**src/hdl/plat_params.svh**
```systemverilog
`ifndef PLAT_PARAMS_SVH
`define PLAT_PARAMS_SVH

// Number of AFU ports sharing the single host channel
`define PLAT_NUM_PORTS 4

// Host channel address and data widths
`define PLAT_ADDR_W 16
`define PLAT_DATA_W 32

// Tag width as seen by one AFU, before the port number is prepended
`define PLAT_AFU_TAG_W 6

// Per-port FIFO depth, which is also the credit count each AFU starts with
`define PLAT_MUX_FIFO_DEPTH 4

// Register stages between the multiplexer and the host
`define PLAT_REG_STAGES 1

`endif
```
**src/hdl/plat_cfg_pkg.sv**
```systemverilog
`include "plat_params.svh"

package plat_cfg_pkg;

    // Index of one AFU port on the multiplexer
    typedef logic [$clog2(`PLAT_NUM_PORTS)-1:0] port_idx_t;

    // Tag as an AFU sees it
    typedef logic [`PLAT_AFU_TAG_W-1:0] afu_tag_t;

    // Host side tag with the source port in the upper bits
    // On the AFU side the port field is always zero
    typedef struct packed {
        port_idx_t port;
        afu_tag_t  afu_tag;
    } host_tag_t;

endpackage

```
**src/hdl/host_chan_pkg.sv**
```systemverilog
`include "plat_params.svh"

package host_chan_pkg;

    // Request opcodes
    typedef enum logic [0:0] {
        OP_RD = 1'b0,
        OP_WR = 1'b1
    } opcode_e;

    // Request message
    // Data is ignored for reads
    typedef struct packed {
        opcode_e                   op;
        logic [`PLAT_ADDR_W-1:0]   addr;
        logic [`PLAT_DATA_W-1:0]   data;
        plat_cfg_pkg::host_tag_t   tag;
    } req_t;

    // Response message, routed back by the port field of its tag
    typedef struct packed {
        logic [`PLAT_DATA_W-1:0]   data;
        plat_cfg_pkg::host_tag_t   tag;
    } rsp_t;

endpackage

```
**src/hdl/host_chan_if.sv**
```systemverilog
`include "plat_params.svh"

// One credit-controlled request/response channel
// The requester may only send while it holds a credit, each request costs one
// credit and every credit pulse from the receiver returns one
// There is no ready signal and responses are always accepted, so the
// outstanding credits bound everything in flight
interface host_chan_if;

    // Requester to receiver
    logic                  req_valid;
    host_chan_pkg::req_t   req;

    // Receiver to requester, credit is a single-cycle pulse
    logic                  credit;
    logic                  rsp_valid;
    host_chan_pkg::rsp_t   rsp;

    // Requester side of the channel
    modport to_afu
    (
        output req_valid, req,
        input  credit, rsp_valid, rsp
    );

    // Receiver side, facing the requester
    modport to_fiu
    (
        input  req_valid, req,
        output credit, rsp_valid, rsp
    );

endinterface

```
**src/hdl/plat_top.sv**
```systemverilog
`include "plat_params.svh"

// Platform host channel with four AFU ports on one host port
// The fields arrive as plain ports and are packed into the channel messages here
module plat_top
(
    input  logic                                         pClk,
    input  logic                                         arst_n,
    // AFU side, one entry per port
    input  logic [`PLAT_NUM_PORTS-1:0]                   afu_req_valid,
    input  logic [`PLAT_NUM_PORTS-1:0]                   afu_req_op,
    input  logic [`PLAT_NUM_PORTS-1:0][`PLAT_ADDR_W-1:0] afu_req_addr,
    input  logic [`PLAT_NUM_PORTS-1:0][`PLAT_DATA_W-1:0] afu_req_data,
    input  logic [`PLAT_NUM_PORTS-1:0][`PLAT_AFU_TAG_W-1:0] afu_req_tag,
    output logic [`PLAT_NUM_PORTS-1:0]                   afu_credit,
    output logic [`PLAT_NUM_PORTS-1:0]                   afu_rsp_valid,
    output logic [`PLAT_NUM_PORTS-1:0][`PLAT_DATA_W-1:0] afu_rsp_data,
    output logic [`PLAT_NUM_PORTS-1:0][`PLAT_AFU_TAG_W-1:0] afu_rsp_tag,
    // Host side, tags carry the port number in the upper bits
    output logic                                         host_req_valid,
    output logic                                         host_req_op,
    output logic [`PLAT_ADDR_W-1:0]                      host_req_addr,
    output logic [`PLAT_DATA_W-1:0]                      host_req_data,
    output logic [$bits(plat_cfg_pkg::host_tag_t)-1:0]   host_req_tag,
    input  logic                                         host_credit,
    input  logic                                         host_rsp_valid,
    input  logic [`PLAT_DATA_W-1:0]                      host_rsp_data,
    input  logic [$bits(plat_cfg_pkg::host_tag_t)-1:0]   host_rsp_tag
);

    host_chan_pkg::req_t   afu_req [`PLAT_NUM_PORTS];
    host_chan_pkg::rsp_t   afu_rsp [`PLAT_NUM_PORTS];
    host_chan_pkg::req_t   host_req;
    host_chan_pkg::rsp_t   host_rsp;

    host_chan_if mux_to_reg();

    // AFU tags enter with the port field cleared, the multiplexer fills it in
    for (genvar p = 0; p < `PLAT_NUM_PORTS; p++)
    begin : g_port
        assign afu_req[p].op          = host_chan_pkg::opcode_e'(afu_req_op[p]);
        assign afu_req[p].addr        = afu_req_addr[p];
        assign afu_req[p].data        = afu_req_data[p];
        assign afu_req[p].tag.port    = '0;
        assign afu_req[p].tag.afu_tag = afu_req_tag[p];
        assign afu_rsp_data[p]        = afu_rsp[p].data;
        assign afu_rsp_tag[p]         = afu_rsp[p].tag.afu_tag;
    end

    assign host_req_op   = host_req.op;
    assign host_req_addr = host_req.addr;
    assign host_req_data = host_req.data;
    assign host_req_tag  = host_req.tag;
    assign host_rsp.data = host_rsp_data;
    assign host_rsp.tag  = plat_cfg_pkg::host_tag_t'(host_rsp_tag);

    host_chan_mux u_mux
    (
        .pClk,
        .arst_n,
        .afu_req_valid,
        .afu_req,
        .afu_credit,
        .afu_rsp_valid,
        .afu_rsp,
        .to_fiu(mux_to_reg.to_afu)
    );

    host_chan_reg #(.N_REG_STAGES(`PLAT_REG_STAGES)) u_reg
    (
        .pClk,
        .arst_n,
        .to_afu(mux_to_reg.to_fiu),
        .to_fiu_req_valid(host_req_valid),
        .to_fiu_req(host_req),
        .to_fiu_credit(host_credit),
        .to_fiu_rsp_valid(host_rsp_valid),
        .to_fiu_rsp(host_rsp)
    );

endmodule

```
**src/hdl/host_chan_reg.sv**
```systemverilog
`include "plat_params.svh"

// Register stages on a host channel
// Requests travel toward the host, credits and responses back toward the AFU,
// and every path gets the same number of stages
module host_chan_reg
#(
    parameter int N_REG_STAGES = `PLAT_REG_STAGES
)
(
    input  logic                   pClk,
    input  logic                   arst_n,
    host_chan_if.to_fiu            to_afu,
    output logic                   to_fiu_req_valid,
    output host_chan_pkg::req_t    to_fiu_req,
    input  logic                   to_fiu_credit,
    input  logic                   to_fiu_rsp_valid,
    input  host_chan_pkg::rsp_t    to_fiu_rsp
);

    if (N_REG_STAGES == 0)
    begin : g_bypass
        assign to_fiu_req_valid = to_afu.req_valid;
        assign to_fiu_req       = to_afu.req;
        assign to_afu.credit    = to_fiu_credit;
        assign to_afu.rsp_valid = to_fiu_rsp_valid;
        assign to_afu.rsp       = to_fiu_rsp;
    end
    else
    begin : g_pipe
        logic [N_REG_STAGES-1:0]   req_valid_q;
        logic [N_REG_STAGES-1:0]   credit_q;
        logic [N_REG_STAGES-1:0]   rsp_valid_q;
        host_chan_pkg::req_t       req_q [N_REG_STAGES];
        host_chan_pkg::rsp_t       rsp_q [N_REG_STAGES];

        // Control bits, stage 0 takes the input and the rest shift along
        always_ff @(posedge pClk or negedge arst_n)
        begin
            if (!arst_n)
            begin
                req_valid_q <= '0;
                credit_q    <= '0;
                rsp_valid_q <= '0;
            end
            else
            begin
                req_valid_q[0] <= to_afu.req_valid;
                credit_q[0]    <= to_fiu_credit;
                rsp_valid_q[0] <= to_fiu_rsp_valid;
                for (int s = 1; s < N_REG_STAGES; s++)
                begin
                    req_valid_q[s] <= req_valid_q[s-1];
                    credit_q[s]    <= credit_q[s-1];
                    rsp_valid_q[s] <= rsp_valid_q[s-1];
                end
            end
        end

        // Payloads follow their valid bits
        always_ff @(posedge pClk)
        begin
            req_q[0] <= to_afu.req;
            rsp_q[0] <= to_fiu_rsp;
            for (int s = 1; s < N_REG_STAGES; s++)
            begin
                req_q[s] <= req_q[s-1];
                rsp_q[s] <= rsp_q[s-1];
            end
        end

        assign to_fiu_req_valid = req_valid_q[N_REG_STAGES-1];
        assign to_fiu_req       = req_q[N_REG_STAGES-1];
        assign to_afu.credit    = credit_q[N_REG_STAGES-1];
        assign to_afu.rsp_valid = rsp_valid_q[N_REG_STAGES-1];
        assign to_afu.rsp       = rsp_q[N_REG_STAGES-1];
    end

endmodule

```
**src/hdl/host_chan_mux.sv**
```systemverilog
`include "plat_params.svh"

// Shares one host channel among the AFU ports
// Requests are queued per port, picked round robin while host credits are held
// and tagged with their source port so responses find their way back
module host_chan_mux
(
    input  logic                            pClk,
    input  logic                            arst_n,
    input  logic [`PLAT_NUM_PORTS-1:0]      afu_req_valid,
    input  host_chan_pkg::req_t             afu_req [`PLAT_NUM_PORTS],
    output logic [`PLAT_NUM_PORTS-1:0]      afu_credit,
    output logic [`PLAT_NUM_PORTS-1:0]      afu_rsp_valid,
    output host_chan_pkg::rsp_t             afu_rsp [`PLAT_NUM_PORTS],
    host_chan_if.to_afu                     to_fiu
);

    localparam int NUM_PORTS   = `PLAT_NUM_PORTS;
    localparam int DEPTH       = `PLAT_MUX_FIFO_DEPTH;
    localparam int PTR_W       = (DEPTH > 1) ? $clog2(DEPTH) : 1;
    localparam int CNT_W       = $clog2(DEPTH + 1);
    localparam int HOST_CRED_W = 8;

    host_chan_pkg::req_t         fifo_head [NUM_PORTS];
    logic [NUM_PORTS-1:0]        fifo_empty;
    logic [NUM_PORTS-1:0]        fifo_pop;
    logic [HOST_CRED_W-1:0]      host_credits;
    plat_cfg_pkg::port_idx_t     rr_ptr;
    plat_cfg_pkg::port_idx_t     grant_port;
    plat_cfg_pkg::port_idx_t     cand_port;
    logic                        grant_valid;
    host_chan_pkg::rsp_t         rsp_q;

    // One FIFO per port
    // The AFU never sends without a credit, so a full FIFO is never written
    for (genvar p = 0; p < NUM_PORTS; p++)
    begin : g_fifo
        host_chan_pkg::req_t   mem [DEPTH];
        logic [PTR_W-1:0]      wr_ptr;
        logic [PTR_W-1:0]      rd_ptr;
        logic [CNT_W-1:0]      count;

        always_ff @(posedge pClk or negedge arst_n)
        begin
            if (!arst_n)
            begin
                wr_ptr <= '0;
                rd_ptr <= '0;
                count  <= '0;
            end
            else
            begin
                if (afu_req_valid[p])
                    wr_ptr <= (wr_ptr == PTR_W'(DEPTH - 1)) ? '0 : wr_ptr + 1'b1;
                if (fifo_pop[p])
                    rd_ptr <= (rd_ptr == PTR_W'(DEPTH - 1)) ? '0 : rd_ptr + 1'b1;
                count <= count + CNT_W'(afu_req_valid[p]) - CNT_W'(fifo_pop[p]);
            end
        end

        // Storage only, the pointers say what is valid
        always_ff @(posedge pClk)
        begin
            if (afu_req_valid[p])
                mem[wr_ptr] <= afu_req[p];
        end

        assign fifo_empty[p] = (count == '0);
        assign fifo_head[p]  = mem[rd_ptr];
        assign fifo_pop[p]   = grant_valid && (grant_port == plat_cfg_pkg::port_idx_t'(p));
    end

    // Round-robin pick, starting the search at rr_ptr
    // Nothing is granted while the host credit counter is empty
    always_comb
    begin
        grant_valid = 1'b0;
        grant_port  = rr_ptr;
        cand_port   = rr_ptr;
        if (host_credits != '0)
        begin
            for (int i = 0; i < NUM_PORTS; i++)
            begin
                cand_port = plat_cfg_pkg::port_idx_t'((int'(rr_ptr) + i) % NUM_PORTS);
                if (!grant_valid && !fifo_empty[cand_port])
                begin
                    grant_valid = 1'b1;
                    grant_port  = cand_port;
                end
            end
        end
    end

    // The granted head goes out the same cycle with its tag widened
    always_comb
    begin
        to_fiu.req          = fifo_head[grant_port];
        to_fiu.req.tag.port = grant_port;
    end

    assign to_fiu.req_valid = grant_valid;

    always_ff @(posedge pClk or negedge arst_n)
    begin
        if (!arst_n)
        begin
            rr_ptr        <= '0;
            host_credits  <= '0;
            afu_credit    <= '0;
            afu_rsp_valid <= '0;
        end
        else
        begin
            // Next search starts just past the port that won
            if (grant_valid)
                rr_ptr <= (grant_port == plat_cfg_pkg::port_idx_t'(NUM_PORTS - 1)) ?
                          '0 : grant_port + 1'b1;
            host_credits <= host_credits + HOST_CRED_W'(to_fiu.credit)
                            - HOST_CRED_W'(grant_valid);
            // A forwarded request frees its FIFO slot, hand the credit back
            afu_credit <= fifo_pop;
            for (int p = 0; p < NUM_PORTS; p++)
                afu_rsp_valid[p] <= to_fiu.rsp_valid &&
                                    (to_fiu.rsp.tag.port == plat_cfg_pkg::port_idx_t'(p));
        end
    end

    // Response payload is shared by all ports, only the valid bits are routed
    always_ff @(posedge pClk)
    begin
        if (to_fiu.rsp_valid)
        begin
            rsp_q          <= to_fiu.rsp;
            rsp_q.tag.port <= '0;
        end
    end

    for (genvar p = 0; p < NUM_PORTS; p++)
    begin : g_rsp
        assign afu_rsp[p] = rsp_q;
    end

endmodule

```
**config.mk**
```make
export PLATFORM = sky130hd
export DESIGN_NAME = plat_top
export DESIGN_NICKNAME = d
export VERILOG_FILES = /design/src/hdl/plat_cfg_pkg.sv /design/src/hdl/host_chan_pkg.sv /design/src/hdl/host_chan_if.sv /design/src/hdl/plat_top.sv /design/src/hdl/host_chan_reg.sv /design/src/hdl/host_chan_mux.sv
export VERILOG_INCLUDE_DIRS = /design/src /design/src/hdl
export SDC_FILE = /design/constraint.sdc
export NUM_CORES = 1
export LEC_CHECK = 0
export BUFFER_PORTS_ARGS = -buffer_cell sky130_fd_sc_hd__buf_2
export CAP_MARGIN = 40
export CORE_ASPECT_RATIO = 1.2
export CORE_UTILIZATION = 58
export DETAILED_ROUTE_END_ITERATION = 12
export PLACE_DENSITY_LB_ADDON = 0.1
export SLEW_MARGIN = 40
export SYNTH_ARGS = -nofsm -noshare
export SYNTH_HDL_FRONTEND = slang
export SYNTH_SLANG_ARGS = --single-unit
```
**constraint.sdc**
```tcl
create_clock -name pClk -period 4.7 [get_ports pClk]
set_clock_uncertainty 0.05 [all_clocks]
set_input_delay 0.235 -clock pClk [delete_from_list [all_inputs] [get_ports pClk]]
set_output_delay 0.235 -clock pClk [all_outputs]
set_load 0.05 [all_outputs]
```
# Word-level counts from Yosys, hierarchy flattened
# Memories as Yosys holds them, arrays and structs flattened.
# Index checks and enable logic that the tools add are counted.
# classes
n_addsub,22
magnitude_cmp,5
eq_ne,14
n_mux,40
bitwise_logic,1
reduce_logical,24
# op_table
op,n
57-bit binary-select mux with 2-bit select,1
57-bit two-way mux,2
2-bit two-way mux,13
"2-bit == test, second input constant",12
"2-bit by 1-bit adder with 2-bit output, second input constant",10
1-bit two-way mux,20
3-bit by 1-bit adder with 3-bit output,4
3-bit logical NOT,4
"2-bit by 3-bit less-than comparator with 1-bit output, second input constant",4
3-bit by 1-bit subtractor with 3-bit output,4
1-bit logical AND,11
8-bit by 1-bit adder with 8-bit output,1
1-bit binary-select mux with 2-bit select,4
8-bit nonzero test,1
8-bit by 1-bit subtractor with 8-bit output,1
1-bit logical NOT,6
"2-bit adder, second input constant",2
"2-bit by 1-bit == test with 1-bit output, second input constant",2
2-bit logical NOT,2
"3-bit >= comparator, second input constant",1
2-bit NOT with 3-bit output,1
# word_totals
regBits,87
ramBits,977
inputBits,268
output_inout_bits,218
mem_count,6
# memory_table
memory,depth,width,rd,rd_ports_with_merged_regs,wr,line,rtl
u_mux.g_fifo[0].mem,4,55,1,0,1,host_chan_mux.sv:38,host_chan_pkg::req_t mem [DEPTH];
u_mux.g_fifo[1].mem,4,55,1,0,1,host_chan_mux.sv:38,
u_mux.g_fifo[2].mem,4,55,1,0,1,host_chan_mux.sv:38,
u_mux.g_fifo[3].mem,4,55,1,0,1,host_chan_mux.sv:38,
u_reg.g_pipe.req_q,1,57,1,0,1,host_chan_reg.sv:34,host_chan_pkg::req_t req_q [N_REG_STAGES];
u_reg.g_pipe.rsp_q,1,40,1,0,1,host_chan_reg.sv:35,host_chan_pkg::rsp_t rsp_q [N_REG_STAGES];

# Depth between registers and ports, before layout
# depth
word_depth,21
ltp_mapped,17

# Modules after synthesis
# From an unflattened synthesis, not the netlist that was laid out.
# hier_totals
cells_unflattened,2143
area_unflattened_um2,41360.9
# by_module_without_submodules
module,n_inst,cells_each,area_per_inst_um2,seq_area_each_um2
host_chan_mux,1,2042,39340.2,28717.5
host_chan_reg,1,100,2016.9,2016.9
plat_top,1,1,3.8,0.0

# Least setup slack after synthesis
# OpenSTA, ideal clock, no wires.
# synth_timing
path_type,reg2reg
startpoint,register u_mux.g_fifo[1].count[1]
endpoint,register u_mux.g_fifo[3].count[2]
setup_time_ps,123
t_arrival_ps,3176
t_required_ps,4527
path_slack_ps,1352
path_stages_with_launch,16
cell_sequence,dfrtp_1 -> nor3_1 -> o211ai_1 -> a31oi_1 -> a21boi_2 -> buf_4 -> buf_2 -> inv_1 -> ha_1 -> nand2_1 -> inv_1 -> ha_1 -> inv_1 -> ha_1 -> fa_1 -> xnor2_1
# synth_via
elab_chain_cells,20
# synth_rtl
element,line,rtl
from (decl),host_chan_mux.sv:41,logic [CNT_W-1:0] count;
from (signal assigned),host_chan_mux.sv:57,count <= count + CNT_W'(afu_req_valid[p]) - CNT_W'(fifo_pop[p]);
3-bit logical NOT *,host_chan_mux.sv:68,assign fifo_empty[p] = (count == '0);
1-bit binary-select mux with 2-bit select,host_chan_mux.sv:85,if (!grant_valid && !fifo_empty[cand_port])
1-bit two-way mux (implied by the code),host_chan_mux.sv:85,
1-bit two-way mux,host_chan_mux.sv:85,
1-bit two-way mux,host_chan_mux.sv:80,if (host_credits != '0)
1-bit logical NOT,host_chan_mux.sv:85,
1-bit logical AND,host_chan_mux.sv:85,
1-bit two-way mux,host_chan_mux.sv:85,
[... 5 more ...],n/a,
1-bit logical NOT,host_chan_mux.sv:85,
1-bit logical AND,host_chan_mux.sv:85,
2-bit two-way mux,host_chan_mux.sv:85,
2-bit two-way mux,host_chan_mux.sv:80,
2-bit == test,host_chan_mux.sv:70,assign fifo_pop[p] = grant_valid && (grant_port == plat_cfg_pkg::port_idx_t'(p));
1-bit logical AND *,host_chan_mux.sv:70,
via u_mux.fifo_pop[3],host_chan_mux.sv:26,logic [NUM_PORTS-1:0] fifo_pop;
3-bit by 1-bit subtractor with 3-bit output *,host_chan_mux.sv:57,
to (signal assigned),host_chan_mux.sv:57,
to (decl),host_chan_mux.sv:41,
# Mark *: on every way through the listed nets, which the timed path passes. The rest lies on a longest branch. The select of a mux whose other input is x is not followed.
# A chain may end at the register's enable or synchronous reset.

# Worst setup path in the final report
# Ends and elaborated chain as after synthesis.

==> impl_metrics.json <==
{
  "synth_edf_count": 918,
  "vias_per_cell": 5.71,
  "fin_crit_ns": 3.72,
  "status": "finished, final reports clean",
  "num_vias": 20400,
  "globalplace.congestion": 0.840,
  "drc": 0,
  "ir_worst_vdd_mv": 0.794,
  "critPathCaptureType": "register",
  "hold_class": "in -> reg",
  "synth_area_leaders": "edfxtp_1, mux4_2, dfxtp_1, mux2i_1, dfrtp_1",
  "p_per_area_mw_per_mm2": 660,
  "drt_iter0_drc": 1726,
  "fillers": 4163,
  "rsz0062_at_grt": "no",
  "first_pass_iters": 5,
  "clk_pin_slew_ns": 0.07,
  "synth-seq-cells": 1064,
  "h-tree-depth": 3,
  "setup_viol": 0,
  "r2r-start": "u_mux.g_fifo[1].count[1]",
  "multi_input_area_mm2": 0.00808,
  "cpMaxStageDelayCell": "a21boi_4",
  "critPathMaxFanout": 12,
  "hold_slack_ns": 0.174,
  "arrival_ns": 4.19,
  "tightest_slew_ns": 0.864,
  "grt_max_degree": 81,
  "core_area_mm2": 0.0684,
  "tritoncts": "done",
  "r2r_end": "u_mux.g_fifo[3].count[2]",
  "hold_end": "u_reg.g_pipe.rsp_q[0][20]",
  "fin_ws_ns": 0.985,
  "post_synth.cell_area_avg_um2": 21.8,
  "ys_dominant_reg_cell": "edfxtp_1",
  "syn_nets": 2155,
  "power_uw": 32400,
  "met3_length_um": 5930,
  "ios": 486,
  "syn_inst": 1842,
  "postCtsResizedCells": 0,
  "wl_met1_um": 37200,
  "layout_commonest_cell": "edfxtp_1",
  "routed_wl_um": 95000,
  "netlist_area_mm2": 0.0401,
  "critical_path_class": "reg -> reg",
  "async_flop_share": 0.0461,
  "relSlewSlack": 0.424,
  "cp_data_required_time_ns": 5.18,
  "cts-root-buf": "clkbuf_16",
  "reg2reg_depth": 13,
  "wl_met2_um": 48800,
  "hp-start": "host_rsp_data[12]",
  "fin_nets": 2867,
  "die-area_mm2": 0.0702,
  "ant_nets": 0,
  "rows": 105,
  "top_layer_used": "met5",
  "insertion_delay_ns": 0.66,
  "synth_top_cell_by_area": "edfxtp_1",
  "max_cap_viol_count": 0,
  "cp.buffers_inverters": 3,
  "drv_slew": 0,
  "cts_made_buffers": 101,
  "die_h_um": 290,
  "first_global_vias": 21200,
  "overflow": 0,
  "r2r_slack_ns": 0.98,
  "final_cell_mix": "edfxtp_1, buf_2, dlygate4sd3_1, mux4_2, mux2i_1",
  "max_freq_mhz": 269,
  "cp-start-kind": "register",
  "die_w_um": 242,
  "drive_above_1_share": 0.353,
  "wl_per_cell_um": 26.7,
  "start_util": 0.586,
  "fin_setup_tns_ns": 0,
  "yosysSeqAreaShare": 0.766,
  "critical_path.top_delay_family": "compound AO/OA/AOI/OAI gates",
  "clk_path_buf_depth": 3,
  "critPathMaxStageDelay_ns": 0.56,
  "hold_depth": 2,
  "ys_warn_count": 0,
  "power_leakage_uw": 0.0181,
  "antenna_found_initial": 17,
  "pre_cts_ws_ns": 1.07,
  "hold_violations": 0,
  "final_util": 0.719,
  "postCtsSetupBuffers": 0,
  "ys_types": 43,
  "port_buffers": 485,
  "area_growth_pct": 22.6,
  "post-dp-hpwl_um": 62600,
  "fin_crit_sh": 0.791,
  "crit_chain": "nor3_1 -> o211ai_1 -> a31oi_1 -> a21boi_4 -> inv_1 -> ha_1 -> nand2_1 -> inv_1 -> ha_1 -> inv_1 -> ha_1 -> fa_1 -> xnor2_1",
  "seq_area_mm2": 0.0308,
  "synth_top_area_frac": 0.687,
  "grt_pass1_wl_um": 140000,
  "clock-sinks": 1064,
  "grt_usage": 0.276
}
-- worst max path at each step --
stage                             start                  endpoint  cells past startpoint
6_report       u_mux.g_fifo[1].count[1]  u_mux.g_fifo[3].count[2]                     13
5_1_grt        u_mux.g_fifo[1].count[1]  u_mux.g_fifo[3].count[2]                     13
4_1_cts        u_mux.g_fifo[1].count[1]  u_mux.g_fifo[3].count[2]                     13
3_5_place_dp   u_mux.g_fifo[1].count[1]  u_mux.g_fifo[3].count[2]                     13
3_3_place_gp   u_mux.g_fifo[1].count[1]  u_mux.g_fifo[3].count[2]                     13
2_1_floorplan  u_mux.g_fifo[1].count[1]  u_mux.g_fifo[3].count[2]                     15
-- what timing repair did --
| item | CTS | global route |
|---|---|---|
| hold buffers | 268 | 0 |
| endpoints found under the setup margin | 0 | 0 |
| endpoints found under the hold margin | 983 | 0 |
-- final cells by class --
| class | count | share of cell area |
|---|---|---|
| well taps | 909 | 0.0231 |
| multi-input cells | 555 | 0.164 |
| repair buffers | 790 | 0.113 |
| inverters | 42 | 0.00321 |
| diodes | 13 | 0.000661 |
| flip-flops and latches | 1064 | 0.625 |
| clock buffers | 145 | 0.0591 |
| clock inverters | 47 | 0.0110 |
-- synth_stat cells, types with 2 or more instances --
| cell type | count |
|---|---|
| xor2_1 | 7 |
| or3_1 | 4 |
| nor3_1 | 6 |
| inv_1 | 42 |
| mux2i_1 | 165 |
| ha_1 | 40 |
| o21ai_0 | 14 |
| and2_1 | 16 |
| fa_1 | 5 |
| nor3b_1 | 2 |
| a21boi_2 | 2 |
| nor2_1 | 15 |
| a21o_1 | 2 |
| dfrtp_1 | 49 |
| dfxtp_1 | 97 |
| mux2_2 | 5 |
| buf_4 | 115 |
| o211ai_1 | 4 |
| edfxtp_1 | 918 |
| mux4_2 | 220 |
| a31oi_1 | 4 |
| buf_2 | 11 |
| nand2_1 | 14 |
| mux2_1 | 2 |
| a21oi_1 | 4 |
| buf_6 | 10 |
| xnor2_1 | 7 |
| nor3_2 | 3 |
| clkbuf_1 | 45 |
-- flip-flops by register name, indices dropped and copies added, names as in the netlist --
signal                  count
u_mux.g_fifo.mem          880
u_reg.g_pipe.req_q         57
u_reg.g_pipe.rsp_q         40
u_mux.afu_rsp              38
u_mux.g_fifo.count         12
u_mux.g_fifo.rd_ptr         8
u_mux.g_fifo.wr_ptr         8
u_mux.host_credits          8
u_mux.afu_credit            4
u_mux.afu_rsp_valid         4
u_mux.rr_ptr                2
u_reg.to_afu.credit         1
u_reg.to_afu.rsp_valid      1
u_reg.to_fiu_req_valid      1
-- cell families (layout without fill, tap and decap cells) --
kind of cell             after synthesis  count (layout)  share of synthesized area
AO/OA/AOI/OAI                         36              36                    0.00617
XOR/XNOR                              14              14                    0.00306
adder cells (fa/ha/maj)               45              45                     0.0150
buffers and inverters                223            1024                     0.0338
flip-flops                          1064            1064                      0.766
multiplexers                         392             392                      0.167
other                                  0              13                          0
AND/OR/NAND/NOR                       68              68                    0.00948
-- report_power, final --
| part | internal (µW) | leakage, µW | switching (µW) |
|---|---|---|---|
| clock network | 4920 | 0.00167 | 3430 |
| registers | 12200 | 0.00985 | 1080 |
| logic | 4380 | 0.00661 | 6390 |
| total | 21500 | 0.0181 | 10900 |
-- routing by layer --
layer | vias to the layer above | track usage
li1 | 8774 | -
met1 | 10600 | 0.361
met2 | 844 | 0.469
met3 | 163 | 0.0481
met4 | 10 | 0.0977
met5 | - | 0
-- stage by stage --
stage | cells | instance area (µm²)
2_1_floorplan | 1842 | 40100
3_3_place_gp | 3079 | 42700
3_5_place_dp | 3091 | 43000
4_1_cts | 3551 | 49100
5_1_grt | 3562 | 49200
6_report | 3565 | 49200
Note: power is estimated with default switching activity, not from simulation.
